==> src/scroll_pkg.sv <==
`default_nettype none

package scroll_pkg;

    // one map cell, attribute byte in the upper half
    typedef struct packed {
        logic [1:0] code_hi;   // tile code bits 9:8
        logic       vflip;
        logic       hflip;
        logic       window;    // priority over sprites
        logic [2:0] palette;
        logic [7:0] code;
    } tile_entry_t;

    // scrolled beam position
    typedef struct packed {
        logic [1:0] pad;       // always zero
        logic [8:0] hs;
        logic [8:0] vs;
    } scan_pos_t;

    typedef struct packed {
        logic [2:0] colour;
        logic [2:0] palette;
        logic       window;
    } pixel_t;

    typedef enum logic [1:0] {
        IDLE,
        WAIT_SLOT,
        RESP
    } axi_state_e;

    typedef enum logic [1:0] {
        SEL_RAM,
        SEL_SCROLL_X,
        SEL_SCROLL_Y,
        SEL_NONE
    } reg_sel_e;

    localparam logic [12:0] RAM_BASE      = 13'h0000; // 4 KB map window
    localparam logic [12:0] SCROLL_X_ADDR = 13'h1000;
    localparam logic [12:0] SCROLL_Y_ADDR = 13'h1004;

endpackage

`default_nettype wire
==> src/scroll_scan.sv <==
`timescale 1ns/1ps
`default_nettype none

module scroll_scan #(
    parameter int h_offset = 13
) (
    input  logic [8:0]            h_cnt,
    input  logic [8:0]            v_cnt,
    input  logic [8:0]            scroll_x,
    input  logic [8:0]            scroll_y,
    output scroll_pkg::scan_pos_t pos,
    output logic [9:0]            scan_index,
    output logic [2:0]            phase
);

    logic [8:0] hs;
    logic [8:0] vs;

    // beam runs h_offset pixels ahead to cover the fetch pipeline
    always_comb begin
        hs = h_cnt + 9'(h_offset) + scroll_x;  // wraps at 512
        vs = v_cnt + scroll_y;
    end

    always_comb begin
        pos.pad = 2'b00;
        pos.hs  = hs;
        pos.vs  = vs;
    end

    // column-major map, 16 pixel tiles
    assign scan_index = {hs[8:4], vs[8:4]};
    assign phase      = hs[2:0];      // pixel within the 8-pixel group

endmodule

`default_nettype wire

==> config.mk <==
export PLATFORM = sky130hd
export DESIGN_NAME = scroll_scan
export DESIGN_NICKNAME = d
export VERILOG_FILES = /design/src/scroll_pkg.sv /design/src/scroll_scan.sv
export SDC_FILE = /design/constraint.sdc
export NUM_CORES = 1
export LEC_CHECK = 0
export BUFFER_PORTS_ARGS = -buffer_cell sky130_fd_sc_hd__buf_2
export CORE_ASPECT_RATIO = 1.1
export CORE_MARGIN = 5
export CORE_UTILIZATION = 40
export DETAILED_ROUTE_END_ITERATION = 12
export PLACE_DENSITY_LB_ADDON = 0.3
export RECOVER_POWER = 25
export SLEW_MARGIN = 20
export SYNTH_ARGS = -nofsm -noshare
export SYNTH_HDL_FRONTEND = slang
export SYNTH_SLANG_ARGS = --single-unit
==> constraint.sdc <==
create_clock -name vclk -period 2.7
set_input_delay 0.135 -clock vclk [all_inputs]
set_output_delay 0.135 -clock vclk [all_outputs]
set_load 0.02 [all_outputs]
After elaboration in Yosys (flattened, before gate mapping)
Cells that the tools add are included.

Register bits after elaboration: 0. Input port bits: 36.

$add $sub $neg: 3.

Operators with widths (count): adder 9 bit (2); adder 9 x 4 -> 9 bit (second input constant) (1).

Longest topological paths before layout
Word-level depth: 2. Depth in mapped cells: 11. Gate-level depth less buffers: 10.

Worst setup path after synthesis
Ideal clock, no wire load.

Kind: input to output. Start point: input port h_cnt[1]. End point: output port scan_index[8]. Data arrival time: 2.070 ns. Required time: 2.565 ns. Setup slack: 0.495 ns. Stages on the path: 9. Path buffers: 1. Cell sequence: ha_1 > ha_1 > inv_1 > fa_1 > nor2b_4 > o31a_1 > or4b_1 > nand3_1 > buf_4.

RTL lines: from (decl) (RTL line scroll_scan.sv:7) `input logic [8:0] h_cnt,`; to (decl) (RTL line scroll_scan.sv:12) `output logic [9:0] scan_index,`.

==> impl_metrics.tcl <==
set metrics [dict create \
    io_buffers 67 \
    timing.final.crit_share_pct 82.7 \
    synth_cell_types 30 \
    vdd_drop_max_mv 0.221 \
    firstDrtPassIters 4 \
    antenna_found_initial 0 \
    dieArea_um2 3360 \
    cp-end-kind "primary output" \
    grt_overflow 0 \
    crit_required_ns 2.57 \
    crit_start "h_cnt[1]" \
    routed_wl_mm 2.08 \
    fin_nets 236 \
    initialDrtViolationCount 11 \
    nFlopsAndLatches 0 \
    seq_area_frac_synth_pct 0 \
    min_path_type "in2out" \
    grt_usage_pct 12.1 \
    post_cts_buffers 0 \
    worst-path-max-fanout 3 \
    placed_cell_area_um2 1180 \
    setup_viol 0 \
    synth_area_per_cell_um2 7.65 \
    cp.arrival_ns 2.10 \
    drc 0 \
    fp.dieW_um 55.7 \
    synth_warnings 0 \
    area_growth_pct 27.8 \
    drive_above_1_share_pct 35.3 \
    fmax_ghz 0.448 \
    rsz0062_at_grt "no" \
    powerDensity_nw_per_um2 401 \
    hold_viol 0 \
    viasPerCell 4.76 \
    num_io_pins 69 \
    finalSetupTns_ns 0 \
    coreArea_um2 2230 \
    outcome "completed" \
    grt_pass1_wl_mm 3.51 \
    clock_buffers 0 \
    final_core_util_pct 52.6 \
    netlist_instances 120 \
    start_util_pct 41.2 \
    min_period_ns 2.23 \
    worst_slack_ns 0.468 \
    ctsHoldBuffers 0 \
    diodes 0 \
    grt_pass1_vias 926 \
    startpoint_type "input pin" \
    slew_viol_final 0 \
    dp.final_hpwl_mm 1.95 \
    routabilityCongestion 0.781 \
    cts_resized 0 \
    post_drt_wl_per_cell_um 10.2 \
    pre_cts_ws_ns 0.461 \
    synth_area_um2 918 \
    vias 966 \
    final_area_um2 1170 \
    worstHoldStart "scroll_x[8]" \
    maxCapViolCount 0 \
    ant_nets 0 \
    rows 18 \
    critical_path_class "in2out" \
    grt_max_degree 9 \
    dieHeight_um 60.3 \
    regArea_um2 0 \
    p_leak_nw 0.670 \
]
[synthesized netlist by cell type]
cell | n | area share (%)
inv_1 | 17 | 6.9
o21ai_0 | 5 | 2.7
o31a_1 | 1 | 0.95
o21bai_1 | 1 | 0.82
xor2_1 | 3 | 2.9
a221oi_1 | 1 | 0.95
nand4_1 | 1 | 0.68
nor2_1 | 7 | 2.9
a211oi_1 | 3 | 2.5
a21oi_1 | 8 | 4.4
and3b_1 | 1 | 0.95
nand3b_1 | 1 | 0.82
conb_1 | 1 | 0.41
a31oi_1 | 2 | 1.4
and2b_1 | 1 | 0.82
nor3b_1 | 1 | 0.82
a21boi_0 | 1 | 0.82
o2111ai_1 | 1 | 0.95
and3_1 | 1 | 0.68
xnor2_1 | 8 | 7.6
nand2_1 | 3 | 1.2
or4b_1 | 1 | 1.1
nor2b_4 | 1 | 1.5
buf_4 | 15 | 12
a21o_1 | 2 | 1.6
mux2i_1 | 2 | 2.2
ha_1 | 23 | 31
fa_1 | 2 | 4.4
o21a_1 | 1 | 0.82
nand3_1 | 5 | 2.7
[report_power, final]
group	internal, mW	switching (mW)
clock network	0	0
logic	0.179	0.292
registers	0	0
total	0.179	0.292
[cell families (layout without fill, tap and decap cells)]
logic type / Yosys count / after routing / synth area share [%]
buf+inv: 32 / 84 / 19.2
compound gates: 26 / 26 / 17.8
fa+ha+maj: 25 / 25 / 35.7
simple gates: 23 / 23 / 14.2
xor+xnor: 11 / 11 / 10.5
mux: 2 / 2 / 2.18
other cells: 1 / 2 / 0.408
[layer usage]
| metal | wire [um] | vias to the layer above | global-route usage (%) |
|---|---|---|---|
| met5 | 0 | - | 0 |
| met4 | 0 | 0 | 0 |
| met3 | 200 | 0 | 2.59 |
| met2 | 1130 | 32 | 26.2 |
| met1 | 750 | 424 | 12.6 |
| li1 | - | 510 | - |
[cell usage in the layout, fill, tap and decap left out, types with 2 or more instances in the layout]
master and count:
clkbuf_1 7, o21ai_0 5, a211oi_1 3, ha_1 23
a21oi_1 8, a21o_1 2, conb_1 2, nor2_1 7
nand3_1 5, buf_2 60, a31oi_1 2, xnor2_1 8
nand2_1 3, fa_1 2, inv_1 17, mux2i_1 2
xor2_1 3
[layout make-up]
cell class	instances	area [um^2]
well taps	30	37.5
inverters	17	63.8
fillers	234	1060
multi-input cells	89	746
repair buffers	67	327
[final timing paths]
path | to | slack, ns | cells after the start
worst min-delay path | scan_index[9] | 0.70 | 4
worst max-delay path | pos[16] | 0.47 | 10
[stage by stage]
stage | instances | total power, mW | hold WS [ns]
3_5_place_dp | 203 | 0.479 | 0.636
6_report | 203 | 0.471 | 0.702
4_1_cts | 203 | 0.481 | 0.639
5_1_grt | 203 | 0.519 | 0.731
2_1_floorplan | 121 | 0.394 | 0.470
3_3_place_gp | 203 | 0.474 | 0.601
[worst max-delay path, cell delays in order]
cell and delay (ns):
buf_2 0.10, ha_1 0.28, ha_1 0.21, inv_1 0.07, fa_1 0.25, nor2b_4 0.05
o31a_1 0.26, or4b_1 0.46, nand3_1 0.11, buf_2 0.17
Power figures use the tool's default switching activity.
