[config.mk]
export PLATFORM = sky130hd
export DESIGN_NAME = pixel_shifter
export DESIGN_NICKNAME = d
export VERILOG_FILES = /design/src/scroll_pkg.sv /design/src/pixel_shifter.sv
export SDC_FILE = /design/constraint.sdc
export NUM_CORES = 1
export LEC_CHECK = 0
export BUFFER_PORTS_ARGS = -buffer_cell sky130_fd_sc_hd__buf_2
export CORE_MARGIN = 4
export CORE_UTILIZATION = 35
export CTS_CLUSTER_DIAMETER = 50
export CTS_CLUSTER_SIZE = 10
export DETAILED_ROUTE_END_ITERATION = 12
export HOLD_SLACK_MARGIN = 0.08
export PLACE_DENSITY = 0.54
export SKIP_CTS_REPAIR_TIMING = 1
export SLEW_MARGIN = 20
export SYNTH_ARGS = -nofsm -noshare
export SYNTH_HDL_FRONTEND = slang
export SYNTH_SLANG_ARGS = --single-unit
[constraint.sdc]
create_clock -name clk -period 2 [get_ports clk]
set_input_delay 0.1 -clock clk [delete_from_list [all_inputs] [get_ports clk]]
set_output_delay 0.1 -clock clk [all_outputs]
set_load 0.03 [all_outputs]
[src/scroll_pkg.sv]
`default_nettype none

package scroll_pkg;

    // one map cell, attribute byte in the upper half
    typedef struct packed {
        logic [1:0] code_hi;   // tile code bits 9:8
        logic       vflip;
        logic       hflip;
        logic       window;    // priority over sprites
        logic [2:0] palette;
        logic [7:0] code;
    } tile_entry_t;

    // scrolled beam position
    typedef struct packed {
        logic [1:0] pad;       // always zero
        logic [8:0] hs;
        logic [8:0] vs;
    } scan_pos_t;

    typedef struct packed {
        logic [2:0] colour;
        logic [2:0] palette;
        logic       window;
    } pixel_t;

    typedef enum logic [1:0] {
        IDLE,
        WAIT_SLOT,
        RESP
    } axi_state_e;

    typedef enum logic [1:0] {
        SEL_RAM,
        SEL_SCROLL_X,
        SEL_SCROLL_Y,
        SEL_NONE
    } reg_sel_e;

    localparam logic [12:0] RAM_BASE      = 13'h0000; // 4 KB map window
    localparam logic [12:0] SCROLL_X_ADDR = 13'h1000;
    localparam logic [12:0] SCROLL_Y_ADDR = 13'h1004;

endpackage

`default_nettype wire
[src/pixel_shifter.sv]
`timescale 1ns/1ps
`default_nettype none

module pixel_shifter (
    input  logic                    clk,
    input  logic                    rst_n,
    input  logic [2:0]              phase,
    input  logic [23:0]             rom_data,
    input  scroll_pkg::tile_entry_t attr,
    output scroll_pkg::pixel_t      pixel
);

    logic [23:0]        row_hold;        // row of the tile behind
    logic [7:0]         px, py, pz;      // bit planes
    logic               hflip;
    logic [2:0]         palette;
    logic               window;
    scroll_pkg::pixel_t colour_q;
    scroll_pkg::pixel_t align_q;

    always_ff @(posedge clk) begin
        if (!rst_n) begin
            row_hold <= '0;
            {pz, py, px} <= '0;
            hflip    <= 1'b0;
            palette  <= '0;
            window   <= 1'b0;
            colour_q <= '0;
            align_q  <= '0;
            pixel    <= '0;
        end else begin
            if (phase == 3'd2) begin
                row_hold     <= rom_data;
                {pz, py, px} <= row_hold;  // planes z, y, x from the top
                hflip        <= attr.hflip;
                palette      <= attr.palette;
                window       <= attr.window;
            end else if (hflip) begin      // mirrored, bit 0 leaves first
                px <= {1'b0, px[7:1]};
                py <= {1'b0, py[7:1]};
                pz <= {1'b0, pz[7:1]};
            end else begin
                px <= {px[6:0], 1'b0};
                py <= {py[6:0], 1'b0};
                pz <= {pz[6:0], 1'b0};
            end
            colour_q.colour  <= hflip ? {px[0], py[0], pz[0]} : {px[7], py[7], pz[7]};
            colour_q.palette <= palette;
            colour_q.window  <= window;
            align_q <= colour_q;           // two stages to land on h_offset
            pixel   <= align_q;
        end
    end

endmodule

`default_nettype wire

After elaboration in Yosys (flattened, before gate mapping)
Index checks and enable logic that the tools add are counted.
Storage, ports and cells
  word-level logic and storage cells: 24
  input bits: 45
  output and inout port bits: 7
  bits in registers: 74
Operators by class
  eq/ne operators: 1
  muxes and demuxes: 7
Operator list (number)
  8-bit two-way mux: 6
  3-bit by 2-bit equality test with 1-bit output, second input constant: 1
  3-bit two-way mux: 1

Longest topological paths before layout
  word-level depth: 2
  gate-level depth with buffers: 5
  gate-level depth less buffers: 2

Worst setup path before layout
OpenSTA, ideal clock, no wires.
  path type: flip-flop to flip-flop
  start: reg hflip
  end: reg px[1]
  setup time: 0.147 ns
  required time: 1.853 ns
  cell stages (with the launch flop): 5
  setup slack: 0.882 ns
  clock period less this slack: 1.118 ns
  buffers on the path: 2
  arrival: 0.971 ns
  cells stage by stage: dfxtp_1 > buf_4 > buf_4 > mux2i_1 > a221oi_2
Between the ends
  cells in the longest elaborated chain, start to end: 2
Ends and longest elaborated chain
  from (decl): RTL line pixel_shifter.sv:15  | logic hflip;
  from (signal assigned): RTL line pixel_shifter.sv:35  | hflip <= attr.hflip;
  8-bit two-way mux: RTL line pixel_shifter.sv:38  | end else if (hflip) begin
  8-bit two-way mux: RTL line pixel_shifter.sv:32  | if (phase == 3'd2) begin
  to (signal assigned): RTL line pixel_shifter.sv:34  | {pz, py, px} <= row_hold;
  to (signal assigned): RTL line pixel_shifter.sv:39  | px <= {1'b0, px[7:1]};
  to (signal assigned): RTL line pixel_shifter.sv:43  | px <= {px[6:0], 1'b0};
  to (decl): RTL line pixel_shifter.sv:14  | logic [7:0] px, py, pz;
Every way passes these cells.
A chain may end at the register's enable or synchronous reset.

Final worst setup path
  start: reg hflip
  end: reg py[6]
Between the ends
  cells in the longest elaborated chain, start to end: 2
Ends and longest elaborated chain
  8-bit two-way mux: RTL line pixel_shifter.sv:38
  8-bit two-way mux: RTL line pixel_shifter.sv:32
  to (signal assigned): RTL line pixel_shifter.sv:34
  to (signal assigned): RTL line pixel_shifter.sv:40  | py <= {1'b0, py[7:1]};
  to (signal assigned): RTL line pixel_shifter.sv:44  | py <= {py[6:0], 1'b0};
  to (decl): RTL line pixel_shifter.sv:14
Every way passes these cells.

==> flow_summary.yaml <==
sta:
  period_share_pct: 61.1
  rsz0062_at_grt: "false"
  setup_viol: 0
  hold_viol: 0
  tightestPinTransition_ns: 0.663
  setup_tns_ns: 0
  max_freq_ghz: 0.818
  drv_slew: 0
  fin_skew_ns: 0.00621
  fin_hold_ws_ns: 0.101
  slew_headroom_pct: 55.7
  period_minus_slack_ns: 1.22
power:
  peakVddDrop_uv: 372
  finalPower_mw: 3.31
  power.density_nw_per_um2: 895
  power.leakage_nw: 1.49
routing:
  wl_per_cell_um: 12.7
  vias: 2078
  drc: 0
  drt_iter0_markers: 58
  vias_per_cell: 4.64
  ant_nets: 0
  routed_wl_um: 5670
  first_pass_iters: 4
clock_tree:
  ctsRootBufferMaster: "clkbuf_8"
  htreeDepth: 3
  cts_tree: "yes"
  clk_latency_ns: 0.33
  clkTransAtPathRegs_ns: 0.08
  cts_max_path_buffers: 2
  cts_buffers: 9
  cts.sinks: 74
place:
  port_buffers: 40
  place_area_sq_um: 3140
  place_congestion: 0.710
  dp_hpwl_um: 3610
yosys:
  netlist.area_leader.share_pct: 51.3
  synth.distinct_cells: 18
  yosysTopAreaCell: "dfxtp_1"
  ys_top_cells_by_count: "dfxtp_1, nand2_1, mux2i_1"
  syn-instance-count: 279
  synth.most_common_cell: "dfxtp_1"
  synth_edf_count: 0
  synth-simple-area-share_pct: 15.5
  muxShareOfSynthArea_pct: 19.4
  synth_area_leaders: "dfxtp_1, mux2i_1, nand2_1"
  yosysWarnings: 0
  synth_compound_area_share_pct: 8.48
  async_flop_share_pct: 0
  mappedNetlistArea_sq_um: 2890
  syn_avg_cell_area_sq_um: 10.4
  synthAdderAreaFrac_pct: 0
  ys.flop_type: "dfxtp_1"
  synth_top_family_by_area: "multiplexers"
  yosys_register_bits: 74
  synth_xor_area_share_pct: 0
  synth-seq-area-share_pct: 51.3
  syn_nets: 324
critical_path:
  worst-path-buf-inv: 1
  critPathSlowestCell: "buf_4"
  arrival_ns: 1.42
  slowest_delay_ns: 0.35
  critPathTopFamily: "buffers and inverters"
  path_cells: "buf_4, mux2i_1, a221oi_2"
  worstPathRequired_ns: 2.20
  cp-start-kind: "flip-flop"
  path_class: "reg -> reg"
  cp_max_fo: 28
  end_kind: "flip-flop"
finish:
  diodes: 0
  fillers: 734
  fin_nets: 386
  area_growth_syn_to_layout_pct: 28.0
  drive_above_1_share_pct: 22.5
  finalInstanceArea_sq_um: 3700
global_route:
  grt_max_degree: 34
  grt_pass1_vias: 1873
  grt_pass1_wl_um: 8920
  antenna_found_initial: 0
  grt_overflow_total: 0
  grt_usage_pct: 11.4
worst_hold_path:
  holdCritPathClass: "in -> reg"
floorplan:
  io_pins: 52
  die_y_um: 98.9
  coreArea_sq_um: 7890
  fp.dieArea_sq_um: 9780
  num_rows: 32
  initial_utilization_pct: 36.6
  die_w_um: 98.9
run:
  drv_cap: 0
outcome:
  status: "finished clean"
## through the flow
step | std cells | worst slack, ns | utilization (%)
2_1_floorplan | 279 | 0.882 | -
3_3_place_gp | 403 | 0.536 | 39.8
3_5_place_dp | 403 | 0.514 | 39.8
4_1_cts | 419 | 0.731 | 43.1
5_1_grt | 448 | 0.684 | 46.9
6_report | 448 | 0.778 | 46.9
## power by group
group | switching, mW | internal, mW | total (mW)
Sequential | 0.0186 | 1.52 | 1.54
Clock | 0.519 | 0.988 | 1.51
Combinational | 0.135 | 0.132 | 0.266
Total | 0.672 | 2.64 | 3.31
## logic make-up after synthesis
| kind of cell | Yosys count |
|---|---|
| and+or+nand+nor | 102 |
| AOI/OAI and AO/OA | 18 |
| muxes | 56 |
| DFF | 74 |
| buffers and inverters | 29 |
## worst reg2reg max path, delay by kind of cell, from the launching register on
family	cells	cell delay, ns
AOI/OAI and AO/OA	1	0.10
buffers and inverters	1	0.35
DFF	1	0.31
muxes	1	0.33
## layout make-up
type	instances	area (sq um)	area share (%)
sequential	74	1480	40.1
multi-input combinational	176	1270	34.3
timing repair buffer	75	536	14.5
clock buffer	11	141	3.82
tap	102	128	3.45
clock inverter	5	125	3.38
inverter	5	18.8	0.507
## placed cells by master, fill, tap and decap left out
| cell | count |
|---|---|
| buf_4 | 6 |
| dlygate4sd3_1 | 29 |
| mux2i_1 | 56 |
| nand3_1 | 3 |
| nor2b_4 | 1 |
| a221oi_2 | 14 |
| nand3b_1 | 3 |
| and2_1 | 14 |
| nand2_1 | 58 |
| bufinv_16 | 4 |
| clkbuf_1 | 1 |
| or3b_1 | 1 |
| buf_2 | 40 |
| dfxtp_1 | 74 |
| inv_2 | 1 |
| a221oi_1 | 4 |
| clkinv_2 | 1 |
| nor3b_4 | 1 |
| clkbuf_8 | 10 |
| nor2_1 | 21 |
| inv_1 | 4 |
## metal layers
layer  vias to the layer above  track usage, %  wire length, um
li1                       1065               -                -
met1                       974            14.8             2690
met2                        29            17.4             2740
met3                        10            2.48              150
met4                         0            6.62               97
met5                         -               0                0
## worst paths after layout
check | startpoint | slack [ns] | depth (start not counted) | to
hold reg to reg | palette[0] | 0.43 | 2 | colour_q[1]
setup reg to reg | hflip | 0.78 | 3 | py[6]
hold / removal | rst_n | 0.10 | 3 | row_hold[20]
setup / recovery | hflip | 0.78 | 3 | py[6]
## registers in the layout, summed over array words and instances, names as in the netlist
signal    cells
palette       3
hflip         1
colour_q      7
pixel         7
window        1
py            8
align_q       7
px            8
pz            8
row_hold     24
Note: power is estimated with default switching activity, not from simulation.
