--- config.mk ---
export PLATFORM = sky130hd
export DESIGN_NAME = tile_fetch
export DESIGN_NICKNAME = d
export VERILOG_FILES = /design/src/scroll_pkg.sv /design/src/tile_fetch.sv
export SDC_FILE = /design/constraint.sdc
export NUM_CORES = 1
export LEC_CHECK = 0
export ABC_AREA = 0
export ABC_CLOCK_PERIOD_IN_PS = 3050
export BUFFER_PORTS_ARGS = -buffer_cell sky130_fd_sc_hd__buf_2
export CAP_MARGIN = 10
export CORE_ASPECT_RATIO = 1.2
export CORE_MARGIN = 2
export CORE_UTILIZATION = 25
export CTS_BUF_LIST = sky130_fd_sc_hd__clkbuf_8
export DETAILED_ROUTE_END_ITERATION = 6
export PLACE_DENSITY = 0.58
export RECOVER_POWER = 25
export SYNTH_ARGS = -nofsm -noshare
export SYNTH_HDL_FRONTEND = slang
export SYNTH_SLANG_ARGS = --single-unit
--- constraint.sdc ---
create_clock -name clk -period 3.05 [get_ports clk]
set_input_delay 0.305 -clock clk [delete_from_list [all_inputs] [get_ports clk]]
set_output_delay 0.305 -clock clk [all_outputs]
set_load 0.01 [all_outputs]
--- src/scroll_pkg.sv ---
`default_nettype none

package scroll_pkg;

    // one map cell, attribute byte in the upper half
    typedef struct packed {
        logic [1:0] code_hi;   // tile code bits 9:8
        logic       vflip;
        logic       hflip;
        logic       window;    // priority over sprites
        logic [2:0] palette;
        logic [7:0] code;
    } tile_entry_t;

    // scrolled beam position
    typedef struct packed {
        logic [1:0] pad;       // always zero
        logic [8:0] hs;
        logic [8:0] vs;
    } scan_pos_t;

    typedef struct packed {
        logic [2:0] colour;
        logic [2:0] palette;
        logic       window;
    } pixel_t;

    typedef enum logic [1:0] {
        IDLE,
        WAIT_SLOT,
        RESP
    } axi_state_e;

    typedef enum logic [1:0] {
        SEL_RAM,
        SEL_SCROLL_X,
        SEL_SCROLL_Y,
        SEL_NONE
    } reg_sel_e;

    localparam logic [12:0] RAM_BASE      = 13'h0000; // 4 KB map window
    localparam logic [12:0] SCROLL_X_ADDR = 13'h1000;
    localparam logic [12:0] SCROLL_Y_ADDR = 13'h1004;

endpackage

`default_nettype wire
--- src/tile_fetch.sv ---
`timescale 1ns/1ps
`default_nettype none

module tile_fetch (
    input  logic                    clk,
    input  logic                    rst_n,
    input  logic [2:0]              phase,
    input  scroll_pkg::scan_pos_t   pos,
    input  scroll_pkg::tile_entry_t ram_q,
    output logic [14:0]             rom_addr,
    output scroll_pkg::tile_entry_t attr
);

    scroll_pkg::tile_entry_t cur_tile;   // tile whose row is being read now

    // ram_q at phase 1 is the word addressed at phase 0 of this group
    always_ff @(posedge clk) begin
        if (!rst_n) begin
            rom_addr <= '0;
            cur_tile <= '0;
            attr     <= '0;
        end else if (phase == 3'd1) begin
            attr     <= cur_tile;         // follows its row one tile later
            cur_tile <= ram_q;
            rom_addr <= {ram_q.code_hi, ram_q.code,
                         pos.hs[3] ^ ram_q.hflip,          // left or right half
                         pos.vs[3:0] ^ {4{ram_q.vflip}}};  // row in tile
        end
    end

endmodule

`default_nettype wire

=== Yosys cells after proc, flatten, opt, wreduce, memory -nomap -nowiden ===
Cells that the tools add are included.

* Logic and storage cells: 16
* Output and inout bits: 31
* Register bits: 47
* Input port bits: 41

* Equal/unequal tests: 1
* Bitwise operators: 2

{| class="wikitable"
|+ Operators by type and width
! cell !! number
|-
| $xor 4x4->4 || 1
|-
| $eq 3x1->1 const B || 1
|-
| $xor 1x1->1 || 1
|}

=== Depth between registers and ports, before layout ===
Gate-level depths: netlist of the first run.

* Depth in word-level cells: 1
* Depth in mapped cells: 5
* Depth with buffers taken out: 3

=== Least setup slack after synthesis of the first run ===
Ideal clock, no wire load.

* Kind: input to register
* Start: input port phase[2]
* End: register attr[14] (netlist name)
* Stages on the path: 5
* Arrival time: 1.074 ns
* Library setup time: 0.115 ns
* Path slack: 1.861 ns
* Data required time: 2.935 ns
* Path buffers: 2
* Path through: or3b_1 -> buf_2 -> buf_6 -> nand3_2 -> o21ai_2

* Longest elaborated chain between the ends: 1

{| class="wikitable"
|+ Ends and longest elaborated chain
! item !! RTL line !! text
|-
| start: declaration || tile_fetch.sv:7 || <nowiki>input logic [2:0] phase,</nowiki>
|-
| $eq 3x1->1 || tile_fetch.sv:22 || <nowiki>end else if (phase == 3'd1) begin</nowiki>
|-
| end signal: assignment || tile_fetch.sv:23 || <nowiki>attr <= cur_tile;</nowiki>
|-
| end: declaration || tile_fetch.sv:11 || <nowiki>output scroll_pkg::tile_entry_t attr</nowiki>
|}

Every way passes these cells.
A chain may end at the register's enable or synchronous reset.

=== Worst setup path after layout of the first run ===
* Start: input port phase[2]
* End: register attr[11] (netlist name)

Same word-level chain as after synthesis.

==> results of run 1 <==
[flip-flops by register name (all words and copies together), names as in the netlist]
register and count:
rom_addr 15, cur_tile 6, attr 16
[cells by family after synthesis]
family,count (synthesis)
compound gates,37
xor+xnor,5
buf+inv,25
flops,37
simple gates,55
[final cells by class]
type	count	area share [%]
Clock buffer	6	4.60
Multi-Input combinational cell	97	33.5
Sequential cell	37	41.3
Clock inverter	1	0.209
Tap cell	80	5.58
Timing Repair Buffer	57	14.9
[per-layer routing]
layer	part of all wire, %	wire length (um)	global-route usage [%]
met2	46	1390	14.6
met3	7.8	235	3.87
met5	0	0	0
met4	1.4	41	3.41
met1	45	1360	10.9
[power groups by stage]
stage | clock, uW | sequential, uW | combinational (uW)
6_report | 338 | 500 | 75.7
4_1_cts | 360 | 500 | 79.4
3_5_place_dp | 0 | 511 | 79.3
3_3_place_gp | 0 | 511 | 78.2
2_1_floorplan | 0 | 513 | 52.3
5_1_grt | 378 | 501 | 85.0
[worst max-delay path by stage]
stage          endpoint  slack, ns      from
6_report       attr[11]       1.63  phase[2]
5_1_grt        attr[13]       1.55  phase[2]
4_1_cts         attr[7]       1.60  phase[2]
3_5_place_dp    attr[7]       1.29  phase[2]
3_3_place_gp    attr[3]       1.31  phase[2]
2_1_floorplan  attr[14]       1.86  phase[2]
[through the flow]
step,worst slack [ns],hold slack [ns]
floorplan,1.86,0.435
global placement,1.31,0.442
detailed placement,1.29,0.448
CTS,1.60,0.228
global route,1.55,0.243
finish,1.63,0.237
[synth_stat cells]
master	instances
dfxtp_1	37
nand3_1	28
nand2_1	21
o21ai_0	16
o21ai_2	16
buf_4	10
clkbuf_1	6
o211a_1	5
xnor2_1	5
buf_2	4
nand3_2	4
buf_6	3
buf_1	2
nor3b_2	1
or3b_1	1
[worst min-delay path: stages]
cell and delay, ns:
buf_2 0.07, nand3_1 0.05, o21ai_0 0.06
==> out/qor.csv, run 1 <==
metric,value,unit
status,"complete, no violations",
Min-Delay Path Depth,3,
R2R depth,2,
vias in the first global route,982,
Resized cells post-CTS,0,
Least-Margin Pin Slew,0.967,ns
Leakage Power,0.000745,uW
fin area,0.00179,mm^2
final setup vio count,0,
NetSw,213,uW
post-synth top area share,49.6,%
clock share of power,37.0,%
most frequent cells in the layout,"39 x buf_2, 37 x dfxtp_1, 28 x nand3_1",
Synth area leader,dfxtp_1,
post-synthesis net count,200,
placed cell areas,0.00173,mm^2
reg2reg end,rom_addr[14],
FF/Latch Area,741,um^2
post-synthesis mux area share,0,%
HPWL Detailed,2000,um
max-slew violations,0,
Post-CTS Setup Inserts,0,
CTS sink cnt,37,
GRT overflow,0,
vias,1211,
top post-synthesis cells by area,"dfxtp_1 50%, nand3_1 9.4%, o21ai_2 9.4%, o21ai_0 5.4%, nand2_1 5.3%",
Post-Syn Area,0.00149,mm^2
Tmin final,1.42,ns
Avg Inst Size Synth,9.40,um^2
Final Hold Fails,0,
Critical-path top delay cell,or3b_2,
RSZ-0062 raised after global routing,no,
hold endpoint,rom_addr[14],
I/O pin total,72,
Yosys warning count,0,
Final Cycle Share,46.5,%
Seq pwr share,54.7,%
Vias/cell,4.36,
nets@finish,239,
number of diodes,0,
cells after synthesis,159,
post-synthesis adder-cell area fraction,0,%
"Core Util, Final",31.4,%
post-synthesis compound-gate area fraction,18.1,%
critical path endpoint category,register,
CP cell instances,buf_2 -> or3b_2 -> nand3_1 -> o21ai_2,
Peak supply drop,0.189,mV
CP max stage delay,0.83,ns
"commonest non-fill, non-tap cell in the layout",buf_2,
Final Power,914,uW
CTS tree,built,
Setup CP Type,input pin to register,
"CP delay by family, top",simple AND/OR/NAND/NOR gates,
CP required,3.20,ns
Root Buffer,clkbuf_8,
sequential area share after synthesis,49.6,%
Worst Min Path Start,ram_q[15],
hold_buf cts,0,
worst clock skew,0.000894,ns
Worst setup SP type,input pin,
simple-gate area share of the yosys netlist,18.8,%
Hold Path Class,input pin to register,
Port Buffers,56,
area grow syn2layout,20.1,%
WL/cell,10.9,um
sw frac,23.3,%
Initial Utilization,26.2,%
first-pass GRT wire length,4550,um
largest family of logic cells by synthesized area,simple AND/OR/NAND/NOR gates,
clock buffer depth,2,
Filler cells,651,
placed cell count,271,
gpl congestion,0.630,
Synth cell types,15,
largest net degree at the start of global routing,54,
logic gate share of total power,8.3,%
initial DRC count,31,
TritonRoute pass-1 iters,4,
die area,0.00661,mm^2
CTS Buf Count,5,
Post-Synth XOR/XNOR Area,2.93,%
CTS HTree Levels,2,
worst r2r src,rom_addr[14],
Clock Latency Late Sink,0.28,ns
Final ANT Viol Nets,0,
Worst path depth,4,
multi-input logic area,601,um^2
global router's overall resource usage,9.14,%
die span in x,74.6,um
drt drc,0,
layout cells sized above 1,34.3,%
"FF+latch count, synth",37,
Max Fclk,706,MHz
crit-path max FO,32,
"Reg clk slew, reported paths",0.07,ns
WP data arrival,1.56,ns
Fin Setup TNS,0,ns
initial antenna violation count,0,
Worst Path Buf+Inv,1,
"setup slack, reg-to-reg",2.39,ns
Die Ht,88.7,um
Core Area,0.00571,mm^2
WL final,3030,um
cell area power density,509,mW/mm^2
internal power,701,uW
Rel. slew slack,35.6,%
num rows,30,
maxcap violations,0,
Finished Layout Cells,278,
(Power assumes the default switching activity.)
==> run 2: changes to the inputs <==
--- a/config.mk
+++ b/config.mk
@@ -6,7 +6,7 @@
 export NUM_CORES = 1
 export LEC_CHECK = 0
 export ABC_AREA = 0
-export ABC_CLOCK_PERIOD_IN_PS = 3050
+export ABC_CLOCK_PERIOD_IN_PS = 1500
 export BUFFER_PORTS_ARGS = -buffer_cell sky130_fd_sc_hd__buf_2
 export CAP_MARGIN = 10
 export CORE_ASPECT_RATIO = 1.2
==> constraint.sdc (replaced) <==
create_clock -name clk -period 1.5 [get_ports clk]
set_input_delay 0.15 -clock clk [delete_from_list [all_inputs] [get_ports clk]]
set_output_delay 0.15 -clock clk [all_outputs]
set_load 0.01 [all_outputs]
==> run 2 against run 1 <==
Via count is the same. Design area is 2.7% higher. Critical path depth is 1 higher. Largest power group unchanged.
==> out/qor.csv, run 2 (synthesis results as in run 1) <==
metric,value,unit
cell area power density,996,mW/mm^2
Finished Layout Cells,282,
clock buffer depth,2,
largest net degree at the start of global routing,54,
Clock Latency Late Sink,0.28,ns
Worst setup SP type,input pin,
first-pass GRT wire length,4710,um
nets@finish,242,
Min-Delay Path Depth,3,
worst clock skew,0.00556,ns
maxcap violations,0,
Rel. slew slack,65.7,%
worst slack at placement,0.233,ns
initial antenna violation count,0,
status,"complete, no violations",
Peak supply drop,0.474,mV
drt drc,0,
CTS sink cnt,37,
Leakage Power,0.000834,uW
Vias/cell,4.29,
Root Buffer,clkbuf_8,
WL/cell,10.8,um
vias,1211,
Final Hold Fails,0,
global router's overall resource usage,9.45,%
WP data arrival,1.24,ns
Final ANT Viol Nets,0,
R2R depth,2,
Initial Utilization,26.2,%
final setup vio count,0,
most frequent cells in the layout,"56 x buf_2, 37 x dfxtp_1, 28 x nand3_1",
hold_buf cts,0,
GRT overflow,0,
Least-Margin Pin Slew,0.514,ns
Seq pwr share,55.3,%
vias in the first global route,1038,
die span in x,74.6,um
hold endpoint,rom_addr[11],
Die Ht,88.7,um
num rows,30,
critical path endpoint category,register,
Resized cells post-CTS,0,
WL final,3050,um
"commonest non-fill, non-tap cell in the layout",buf_2,
Core Area,0.00571,mm^2
sw frac,24.1,%
reg2reg end,rom_addr[13],
clock share of power,35.7,%
CP startpoint,phase[2],
internal power,1390,uW
Port Buffers,56,
max-slew violations,0,
Setup CP Type,input pin to register,
CTS tree,built,
initial DRC count,30,
RSZ-0062 raised after global routing,no,
layout cells sized above 1,43.1,%
area grow syn2layout,23.3,%
Final Cycle Share,70.8,%
worst setup margin,0.438,ns
Post-CTS Setup Inserts,0,
Final Power,1830,uW
number of diodes,0,
CTS Buf Count,5,
placed cell count,274,
"setup slack, reg-to-reg",0.86,ns
Hold Path Class,input pin to register,
largest reg by FF count,attr,
NetSw,443,uW
worst r2r src,rom_addr[13],
gpl congestion,0.636,
I/O pin total,72,
"Core Util, Final",32.3,%
CP required,1.68,ns
"Reg clk slew, reported paths",0.07,ns
Max Fclk,942,MHz
max reg flops,16,
Tmin final,1.06,ns
Fin Setup TNS,0,ns
logic gate share of total power,9.0,%
top flop regs,"attr x16, rom_addr x15, cur_tile x6",
crit-path max FO,29,
Worst Min Path Start,ram_q[6],
TritonRoute pass-1 iters,3,
HPWL Detailed,2080,um
die area,0.00661,mm^2
CTS HTree Levels,2,
[run 2: cell type report]
cell class | instances | area [um^2]
sequential | 37 | 741
clock inverter | 3 | 13.8
multi-input combinational | 97 | 589
timing repair buffer | 60 | 329
fill | 638 | 3860
tap | 80 | 100
clock buffer | 5 | 68.8
[run 2: power groups by stage]
stage               Clock, uW  Combinational, uW  Sequential [uW]
floorplan                   0                106             1040
global placement            0                171             1040
detailed placement          0                173             1040
CTS                       709                173             1020
global route              748                183             1020
finish                    655                165             1020
[run 2: worst max path at each step]
stage                        to  slack (ns)
floorplan              attr[14]        0.47
global placement        attr[3]        0.24
detailed placement     attr[11]        0.23
CTS                    attr[12]        0.55
global route        rom_addr[0]        0.33
finish              rom_addr[1]        0.44
[run 2: metal layers]
layer  part of all wire [%]  vias to the layer above  global-route usage, %
li1                       -                      624                      -
met1                     46                      543                   10.9
met2                     46                       42                   15.2
met3                    7.3                        2                   4.44
met4                   0.26                        0                   3.41
met5                      0                        -                      0
[run 2: metrics by stage]
| stage | instance area [um^2] | hold slack, ns |
|---|---|---|
| 6_report | 1840 | 0.0808 |
| 5_1_grt | 1840 | 0.0740 |
| 4_1_cts | 1860 | 0.0646 |
| 3_5_place_dp | 1780 | 0.374 |
| 3_3_place_gp | 1780 | 0.369 |
| 2_1_floorplan | 1490 | 0.280 |
[run 2: critical path, cell delays in order]
cell,delay (ns)
buf_2,0.10
nor3b_1,0.25
clkbuf_2,0.48
nand2_1,0.11
o211a_1,0.15
