[config.mk]
export PLATFORM = sky130hd
export DESIGN_NAME = scroll_ctrl
export DESIGN_NICKNAME = d
export VERILOG_FILES = /design/src/scroll_pkg.sv /design/src/scroll_ctrl.sv
export SDC_FILE = /design/constraint.sdc
export NUM_CORES = 1
export LEC_CHECK = 0
export BUFFER_PORTS_ARGS = -buffer_cell sky130_fd_sc_hd__buf_2
export CORE_ASPECT_RATIO = 0.6
export CORE_MARGIN = 10
export CORE_UTILIZATION = 48
export CTS_CLUSTER_DIAMETER = 30
export DETAILED_ROUTE_END_ITERATION = 12
export GPL_TIMING_DRIVEN = 0
export PLACE_DENSITY_LB_ADDON = 0.2
export RECOVER_POWER = 25
export SLEW_MARGIN = 20
export SYNTH_ARGS = -nofsm -noshare
export SYNTH_HDL_FRONTEND = slang
export SYNTH_SLANG_ARGS = --single-unit
[constraint.sdc]
create_clock -name clk -period 2.6 [get_ports clk]
set_input_delay 0.13 -clock clk [delete_from_list [all_inputs] [get_ports clk]]
set_output_delay 0.13 -clock clk [all_outputs]
set_load 0.02 [all_outputs]
[src/scroll_pkg.sv]
`default_nettype none

package scroll_pkg;

    // one map cell, attribute byte in the upper half
    typedef struct packed {
        logic [1:0] code_hi;   // tile code bits 9:8
        logic       vflip;
        logic       hflip;
        logic       window;    // priority over sprites
        logic [2:0] palette;
        logic [7:0] code;
    } tile_entry_t;

    // scrolled beam position
    typedef struct packed {
        logic [1:0] pad;       // always zero
        logic [8:0] hs;
        logic [8:0] vs;
    } scan_pos_t;

    typedef struct packed {
        logic [2:0] colour;
        logic [2:0] palette;
        logic       window;
    } pixel_t;

    typedef enum logic [1:0] {
        IDLE,
        WAIT_SLOT,
        RESP
    } axi_state_e;

    typedef enum logic [1:0] {
        SEL_RAM,
        SEL_SCROLL_X,
        SEL_SCROLL_Y,
        SEL_NONE
    } reg_sel_e;

    localparam logic [12:0] RAM_BASE      = 13'h0000; // 4 KB map window
    localparam logic [12:0] SCROLL_X_ADDR = 13'h1000;
    localparam logic [12:0] SCROLL_Y_ADDR = 13'h1004;

endpackage

`default_nettype wire
[src/scroll_ctrl.sv]
`timescale 1ns/1ps
`default_nettype none

module scroll_ctrl #(
    parameter int map_aw = 10
) (
    input  logic                    clk,
    input  logic                    rst_n,
    input  logic [12:0]             awaddr,
    input  logic                    awvalid,
    output logic                    awready,
    input  logic [31:0]             wdata,
    input  logic                    wvalid,
    output logic                    wready,
    output logic [1:0]              bresp,
    output logic                    bvalid,
    input  logic                    bready,
    input  logic [12:0]             araddr,
    input  logic                    arvalid,
    output logic                    arready,
    output logic [31:0]             rdata,
    output logic [1:0]              rresp,
    output logic                    rvalid,
    input  logic                    rready,
    input  logic [2:0]              phase,      // scan pixel phase, hs[2:0]
    input  logic [map_aw-1:0]       scan_index,
    input  scroll_pkg::tile_entry_t ram_q,
    output logic [map_aw-1:0]       ram_addr,
    output logic                    ram_we,
    output scroll_pkg::tile_entry_t ram_wdata,
    output logic [8:0]              scroll_x,
    output logic [8:0]              scroll_y
);

    scroll_pkg::axi_state_e  state;
    scroll_pkg::reg_sel_e    sel;        // target of the request taken now
    scroll_pkg::tile_entry_t cpu_data;
    logic [map_aw-1:0]       cpu_index;  // map word of the pending access
    logic                    is_write;
    logic                    rd_cap;     // ram output holds cpu read data
    logic                    cpu_slot;

    function automatic scroll_pkg::reg_sel_e decode(input logic [12:0] addr);
        scroll_pkg::reg_sel_e s;
        if ((addr & 13'h1000) == scroll_pkg::RAM_BASE)
            s = scroll_pkg::SEL_RAM;
        else if (addr == scroll_pkg::SCROLL_X_ADDR)
            s = scroll_pkg::SEL_SCROLL_X;
        else if (addr == scroll_pkg::SCROLL_Y_ADDR)
            s = scroll_pkg::SEL_SCROLL_Y;
        else
            s = scroll_pkg::SEL_NONE;   // reads back zero
        return s;
    endfunction

    assign sel       = decode(awready ? awaddr : araddr);
    assign cpu_slot  = (state == scroll_pkg::WAIT_SLOT) && phase[2]; // scan-free half
    assign ram_addr  = cpu_slot ? cpu_index : scan_index;
    assign ram_we    = cpu_slot && is_write;
    assign ram_wdata = cpu_data;
    assign bresp     = 2'b00;
    assign rresp     = 2'b00;

    always_ff @(posedge clk) begin
        if (!rst_n) begin
            state    <= scroll_pkg::IDLE;
            awready  <= 1'b0;
            wready   <= 1'b0;
            arready  <= 1'b0;
            bvalid   <= 1'b0;
            rvalid   <= 1'b0;
            rd_cap   <= 1'b0;
            scroll_x <= '0;
            scroll_y <= '0;
        end else begin
            case (state)
                scroll_pkg::IDLE: begin
                    if (awready) begin              // aw and w handshake together
                        awready <= 1'b0;
                        wready  <= 1'b0;
                        if (sel == scroll_pkg::SEL_RAM) begin
                            state <= scroll_pkg::WAIT_SLOT;
                        end else begin
                            if (sel == scroll_pkg::SEL_SCROLL_X) scroll_x <= wdata[8:0];
                            if (sel == scroll_pkg::SEL_SCROLL_Y) scroll_y <= wdata[8:0];
                            bvalid <= 1'b1;
                            state  <= scroll_pkg::RESP;
                        end
                    end else if (arready) begin
                        arready <= 1'b0;
                        if (sel == scroll_pkg::SEL_RAM) begin
                            state <= scroll_pkg::WAIT_SLOT;
                        end else begin
                            rvalid <= 1'b1;         // register data set below
                            state  <= scroll_pkg::RESP;
                        end
                    end else if (awvalid && wvalid) begin  // write wins a tie
                        awready <= 1'b1;
                        wready  <= 1'b1;
                    end else if (arvalid) begin
                        arready <= 1'b1;
                    end
                end
                scroll_pkg::WAIT_SLOT: begin
                    if (phase[2]) begin
                        bvalid <= is_write;
                        rd_cap <= !is_write;        // q valid next cycle
                        state  <= scroll_pkg::RESP;
                    end
                end
                scroll_pkg::RESP: begin
                    if (rd_cap) begin
                        rd_cap <= 1'b0;
                        rvalid <= 1'b1;
                    end
                    if (bvalid && bready) begin
                        bvalid <= 1'b0;
                        state  <= scroll_pkg::IDLE;
                    end
                    if (rvalid && rready) begin
                        rvalid <= 1'b0;
                        state  <= scroll_pkg::IDLE;
                    end
                end
                default: state <= scroll_pkg::IDLE;
            endcase
        end
    end

    // request payload and read data
    always_ff @(posedge clk) begin
        if (state == scroll_pkg::IDLE && awready) begin
            is_write  <= 1'b1;
            cpu_index <= awaddr[map_aw+1:2];
            cpu_data  <= wdata[15:0];              // full word, strobes ignored
        end else if (state == scroll_pkg::IDLE && arready) begin
            is_write  <= 1'b0;
            cpu_index <= araddr[map_aw+1:2];
            case (sel)
                scroll_pkg::SEL_SCROLL_X: rdata <= {23'd0, scroll_x};
                scroll_pkg::SEL_SCROLL_Y: rdata <= {23'd0, scroll_y};
                default:                  rdata <= '0;
            endcase
        end
        if (rd_cap) rdata <= {16'h0000, ram_q};   // zero extended map word
    end

endmodule

`default_nettype wire

-- Yosys cells after proc, flatten, opt, wreduce, memory -nomap -nowiden
Cells that the tools add are included.
- bits in registers: 69
- input bits: 94
- output and inout port bits: 86
- eq/ne operators: 17
- multiplexer cells: 39
- bitwise operators: 2
- reduce and logical (&&, ||, !) cells: 26
- operators with widths (cell ; number):
    2-to-1 mux 16 bit ; 3
    2-to-1 mux 10 bit ; 3
    equality test 13 bit, second input constant ; 2
    2-to-1 mux 1 bit ; 19
    case mux 9 bit (2 select lines) ; 1
    2-to-1 mux 2 bit ; 8
    != test 2 bit, second input constant ; 8
    zero test 13 bit ; 1
    2-to-1 mux 13 bit ; 1
    AND reduction 5 bit ; 2
    nonzero test 2 bit ; 5
    != test 3 bit, second input constant ; 3
    AND reduction 4 bit ; 2
    logical AND 1 bit ; 7
    case mux 2 bit (3 select lines) ; 1
    AND reduction 2 bit ; 3
    AND reduction 3 bit ; 2
    equality test 2 x 1 -> 1 bit, second input constant ; 2
    equality test 2 bit, second input constant ; 2
    zero test 2 bit ; 2
    case mux 1 bit (2 select lines) ; 2
    case mux 1 bit (3 select lines) ; 1
    nonzero test 3 bit ; 1
    NOT 1 bit ; 2
    zero test 1 bit ; 1

-- Longest topological paths before layout
- depth after elaboration: 10
- depth in mapped cells: 6
- depth with buffers taken out: 4

-- Least setup slack after synthesis
Ideal clock, no wire load.
- path kind: register to register
- from: reg awready
- to: reg cpu_index[0] (data pin)
- library setup time: 0.260 ns
- arrival time: 1.592 ns
- data required time: 2.340 ns
- path slack: 0.749 ns
- cell stages (with the launch flop): 5
- buffers on the path: 2
- clock period less this slack: 1.851 ns
- cells stage by stage: dfxtp_1 buf_6 and2_0 buf_2 mux2_2
- word-level cells in the longest chain between the ends: 2
- ends and longest elaborated chain (item ; line ; text):
    from (decl) ; scroll_ctrl.sv:11 ; output logic awready,
    from (signal assigned) ; scroll_ctrl.sv:67 ; awready <= 1'b0;
    from (signal assigned) ; scroll_ctrl.sv:79 ; awready <= 1'b0;
    from (signal assigned) ; scroll_ctrl.sv:98 ; awready <= 1'b1;
    logical AND 1 bit ; scroll_ctrl.sv:132 ; if (state == scroll_pkg::IDLE && awready) begin
    2-to-1 mux 10 bit ; scroll_ctrl.sv:132 ;
    to (signal assigned) ; scroll_ctrl.sv:134 ; cpu_index <= awaddr[map_aw+1:2];
    to (signal assigned) ; scroll_ctrl.sv:138 ; cpu_index <= araddr[map_aw+1:2];
    to (decl) ; scroll_ctrl.sv:38 ; logic [map_aw-1:0] cpu_index;
Every way passes these cells.
A chain may end at the register's enable or synchronous reset.

-- Worst setup path in the final report
- from: reg state[1]
- to: out ram_addr[4]
- word-level cells in the longest chain between the ends: 3
- ends and longest elaborated chain (item ; line ; text):
    from (decl) ; scroll_ctrl.sv:35 ; scroll_pkg::axi_state_e state;
    from (signal assigned) ; scroll_ctrl.sv:66 ; state <= scroll_pkg::IDLE;
    from (signal assigned) ; scroll_ctrl.sv:82 ; state <= scroll_pkg::WAIT_SLOT;
    from (signal assigned) ; scroll_ctrl.sv:87 ; state <= scroll_pkg::RESP;
    equality test 2 x 1 -> 1 bit ; scroll_ctrl.sv:57 ; assign cpu_slot = (state == scroll_pkg::WAIT_SLOT) && phase[2];
    logical AND 1 bit ; scroll_ctrl.sv:57 ;
    2-to-1 mux 10 bit ; scroll_ctrl.sv:58 ; assign ram_addr = cpu_slot ? cpu_index : scan_index;
    to (decl) ; scroll_ctrl.sv:28 ; output logic [map_aw-1:0] ram_addr,
Every way passes these cells.

==> impl_results.md <==
- Core occupancy in the finished layout: 0.683
- Vertical die dimension: between 80 and 90 microns
- Number of distinct library cells after synthesis: 41
- Class of the most critical hold timing path: in -> reg
- Routability congestion estimate from global placement: 0.831
- Status: complete, no violations
- Starting utilization of the core area: 0.493
- Cells resized by post-CTS repair: 0
- Timing-limited maximum frequency: approximately 470 MHz
- Total of warnings raised by yosys: 0
- Proportion of layout cells with a drive suffix above 1: 0.394
- Most frequent cell on the critical path: buf_2
- Endpoints failing hold: 0
- Detailed Routing Iterations Pass 1: 4
- Number of sinks handled by clock tree synthesis: between 60 and 70
- Most instantiated cells after synthesis: edfxtp_1, nand2_1, mux2i_1, dfxtp_1, mux2_2
- Cell class contributing the biggest share of worst-path delay: buffers and inverters
- Final wirelength: 9650 microns
- Wire length of the first global-routing pass: around 15000 microns
- Power density normalized to cell area: around 650 nW/um^2
- Crit end category: primary output
- Clock Root Buffer: clkbuf_16
- Setup repair after global routing missed its margin: false
- Post-route minimum period: 2130 ps
- Ratio of final minimum period to clock period: 0.819
- Post-detailed-route DRC marker count: 0
- Total congestion overflow after global routing: 0
- Synth-to-layout area growth: 38.5%
- Buffers & Inverters on Critical Path: 3
- Vias in the first global route: 3004
- Ordered cell list for the critical path: clkbuf_1 > nand3b_1 > buf_2 > mux2_2 > buf_2
- Setup TNS: 0 ps
- Number of instances on the worst hold path: 1
- Synthesized instance count: between 200 and 300
- Total power consumption of the routed design: between 2 and 3 mW
- Number of synthesized flops with an enable pin: 42
- Cell taking the most area after synthesis: edfxtp_1
- Sequential fraction of the synthesis area: 0.550
- Total of flip-flops plus latches after synthesis: just under 70
- Number of vias in the routed layout: ~2700
- Ant diodes: 0
- Synthesized area per cell: 12.0 sq um
- Final clock skew: between 5 and 6 ps
- Area of the die: around 11000 sq um
- Largest fanout on the critical path: 10
- Slowest stage delay, CP: approximately 360 ps
- TritonCTS clock tree: done
- Leakage: approximately 1.9 nW
- Largest net degree at the start of global routing: 26
- Remaining antenna violation count after routing: 0
- Fin nets: between 500 and 600
- Die width: between 100 and 150 microns
- Fraction of registers with async set or reset after synthesis: 0
- CTS max path bufs: 2
- Number of placed I/O pins: 180
- Detail-routed net length per standard cell: ~18 microns
- Number of setup violations in the final report: 0
- Fin area: 4540 sq um
- H-tree level count: 3
- Number of max-slew violations in the final report: 0
- Kind of critical path: reg -> out
- Slew margin rel.: 0.388
- Number of buffers added by the clock tree synthesis step: 9
- Crit path arrival time: around 2000 ps
- Area share of the leading cell type in the synthesized netlist: 0.385
- Clock latency on the worst-skew pair: 330 ps
- Worst vdd ir: 469 uV
- Total core area: approximately 6600 sq um
- MaxCap Viol Count: 0
- Required arrival time at the worst endpoint: around 2500 ps
- Logic depth of the worst setup path including buffers: 5
- CTS clk-pin slew, worst paths: around 50 ps
- Startpoint type of the worst setup path: register
- Number of buffers inserted by port buffering: 140
- Biggest area contributors in the synthesized netlist: edfxtp_1, dfxtp_1, mux2i_1
- Routed via count divided by cell count: between 4 and 5
- Synth Flop Type: edfxtp_1
- Total number of placement rows: 23
- Number of antenna violations at the first check in global routing: 0
- Slowest cell on the critical path: mux2_2
- Post-synthesis instance area: between 3000 and 4000 sq um
- Actual slew at the worst max-slew pin: between 900 and 1000 ps
- Final HPWL from detailed placement: roughly 7500 microns
- Register-to-register path setup slack: roughly 470 ps
- Iteration-0 DRC Markers: approximately 160
- Cells on worst reg2reg path: 4
- Total track usage: 0.181
- Post-place instance area: around 4200 sq um
sequential cells by signal (all words and copies together), names as in the netlist:
register / count
state: 2
bvalid: 1
scroll_x: 9
arready: 1
rd_cap: 1
awready: 1
ram_wdata: 16
rdata: 16
is_write: 1
cpu_index: 10
rvalid: 1
wready: 1
scroll_y: 9
area by class of cell:
cell class | count | area [sq um]
fillers | 547 | 2110
flip-flops and latches | 69 | 1800
multi-input cells | 183 | 1290
repair buffers | 155 | 805
clock buffers | 10 | 239
plain buffers | 38 | 239
well taps | 87 | 109
clock inverters | 6 | 38.8
inverters | 3 | 11.3
cell usage in the layout (no fill, tap or decap), types with 2 or more instances in the layout:
cell type	synthesis	routed
clkinv_2	0	3
buf_6	2	2
nor4_4	2	2
a22oi_1	2	2
nand2_1	42	42
dlygate4sd3_1	0	15
nor4bb_1	2	2
mux2i_1	29	29
buf_4	20	20
nor2_1	11	11
mux2_2	21	21
buf_2	5	108
clkbuf_16	0	9
a21oi_1	4	4
and2_1	7	7
clkinvlp_4	0	2
clkbuf_1	11	48
nor3_1	8	8
dfxtp_1	27	27
o31ai_2	9	9
edfxtp_1	42	42
inv_1	3	3
nand4b_1	2	2
conb_1	1	20
nor2b_1	2	2
o21ai_0	3	3
per-layer routing:
metal	GRT usage	up-vias	wire length (microns)
met5	0	-	0
met4	0.0350	0	77
met3	0.0926	8	905
met2	0.291	97	4560
met1	0.212	1264	4110
li1	-	1318	-
final timing paths:
path	from	endpoint
max	state[1]$_SDFFE_PN0P_	ram_addr[4]
min	wdata[0]	ram_wdata[0]$_DFFE_PP_
max reg2reg	state[1]$_SDFFE_PN0P_	cpu_index[4]$_DFFE_PP_
min reg2reg	scroll_y[5]$_SDFFE_PN0P_	scroll_y[5]$_SDFFE_PN0P_
per-stage QoR:
step / worst slack [ps] / hold WS, ps / std cells
2_1_floorplan: 749 / 229 / 293
3_3_place_gp: 521 / 308 / 520
3_5_place_dp: 470 / 308 / 520
4_1_cts: 461 / 5.15 / 550
5_1_grt: 311 / 62.4 / 551
6_report: 471 / 61.1 / 551
cell families (layout without fill, tap and decap cells):
| logic type | count (synthesis) | count (layout) | synth area share |
|---|---|---|---|
| buffers and inverters | 41 | 212 | 0.0764 |
| muxes | 51 | 51 | 0.165 |
| other | 1 | 20 | 0.00114 |
| AOI/OAI and AO/OA | 26 | 26 | 0.0703 |
| and+or+nand+nor | 86 | 86 | 0.137 |
| DFF | 69 | 69 | 0.550 |
report_power, final:
part	switching (mW)	leakage [nW]	internal [mW]	total (mW)
logic	0.341	1.14	0.211	0.552
registers	0.0318	0.609	1.27	1.30
clock network	0.451	0.134	0.666	1.12
total	0.824	1.88	2.15	2.97
worst reg2reg max path, delay by kind of cell (launching register included):
kind                   cells  cell delay, ps
flip-flops                 1             310
buffers and inverters      1             570
multiplexers               1             420
AND/OR/NAND/NOR            2             580
what timing repair did:
item | in CTS | in global routing
endpoints found under the hold margin | 14 | 1
setup buffers | 0 | 0
hold buffers | 14 | 1
endpoints found under the setup margin | 0 | 0
Power figures use the tool's default switching activity.
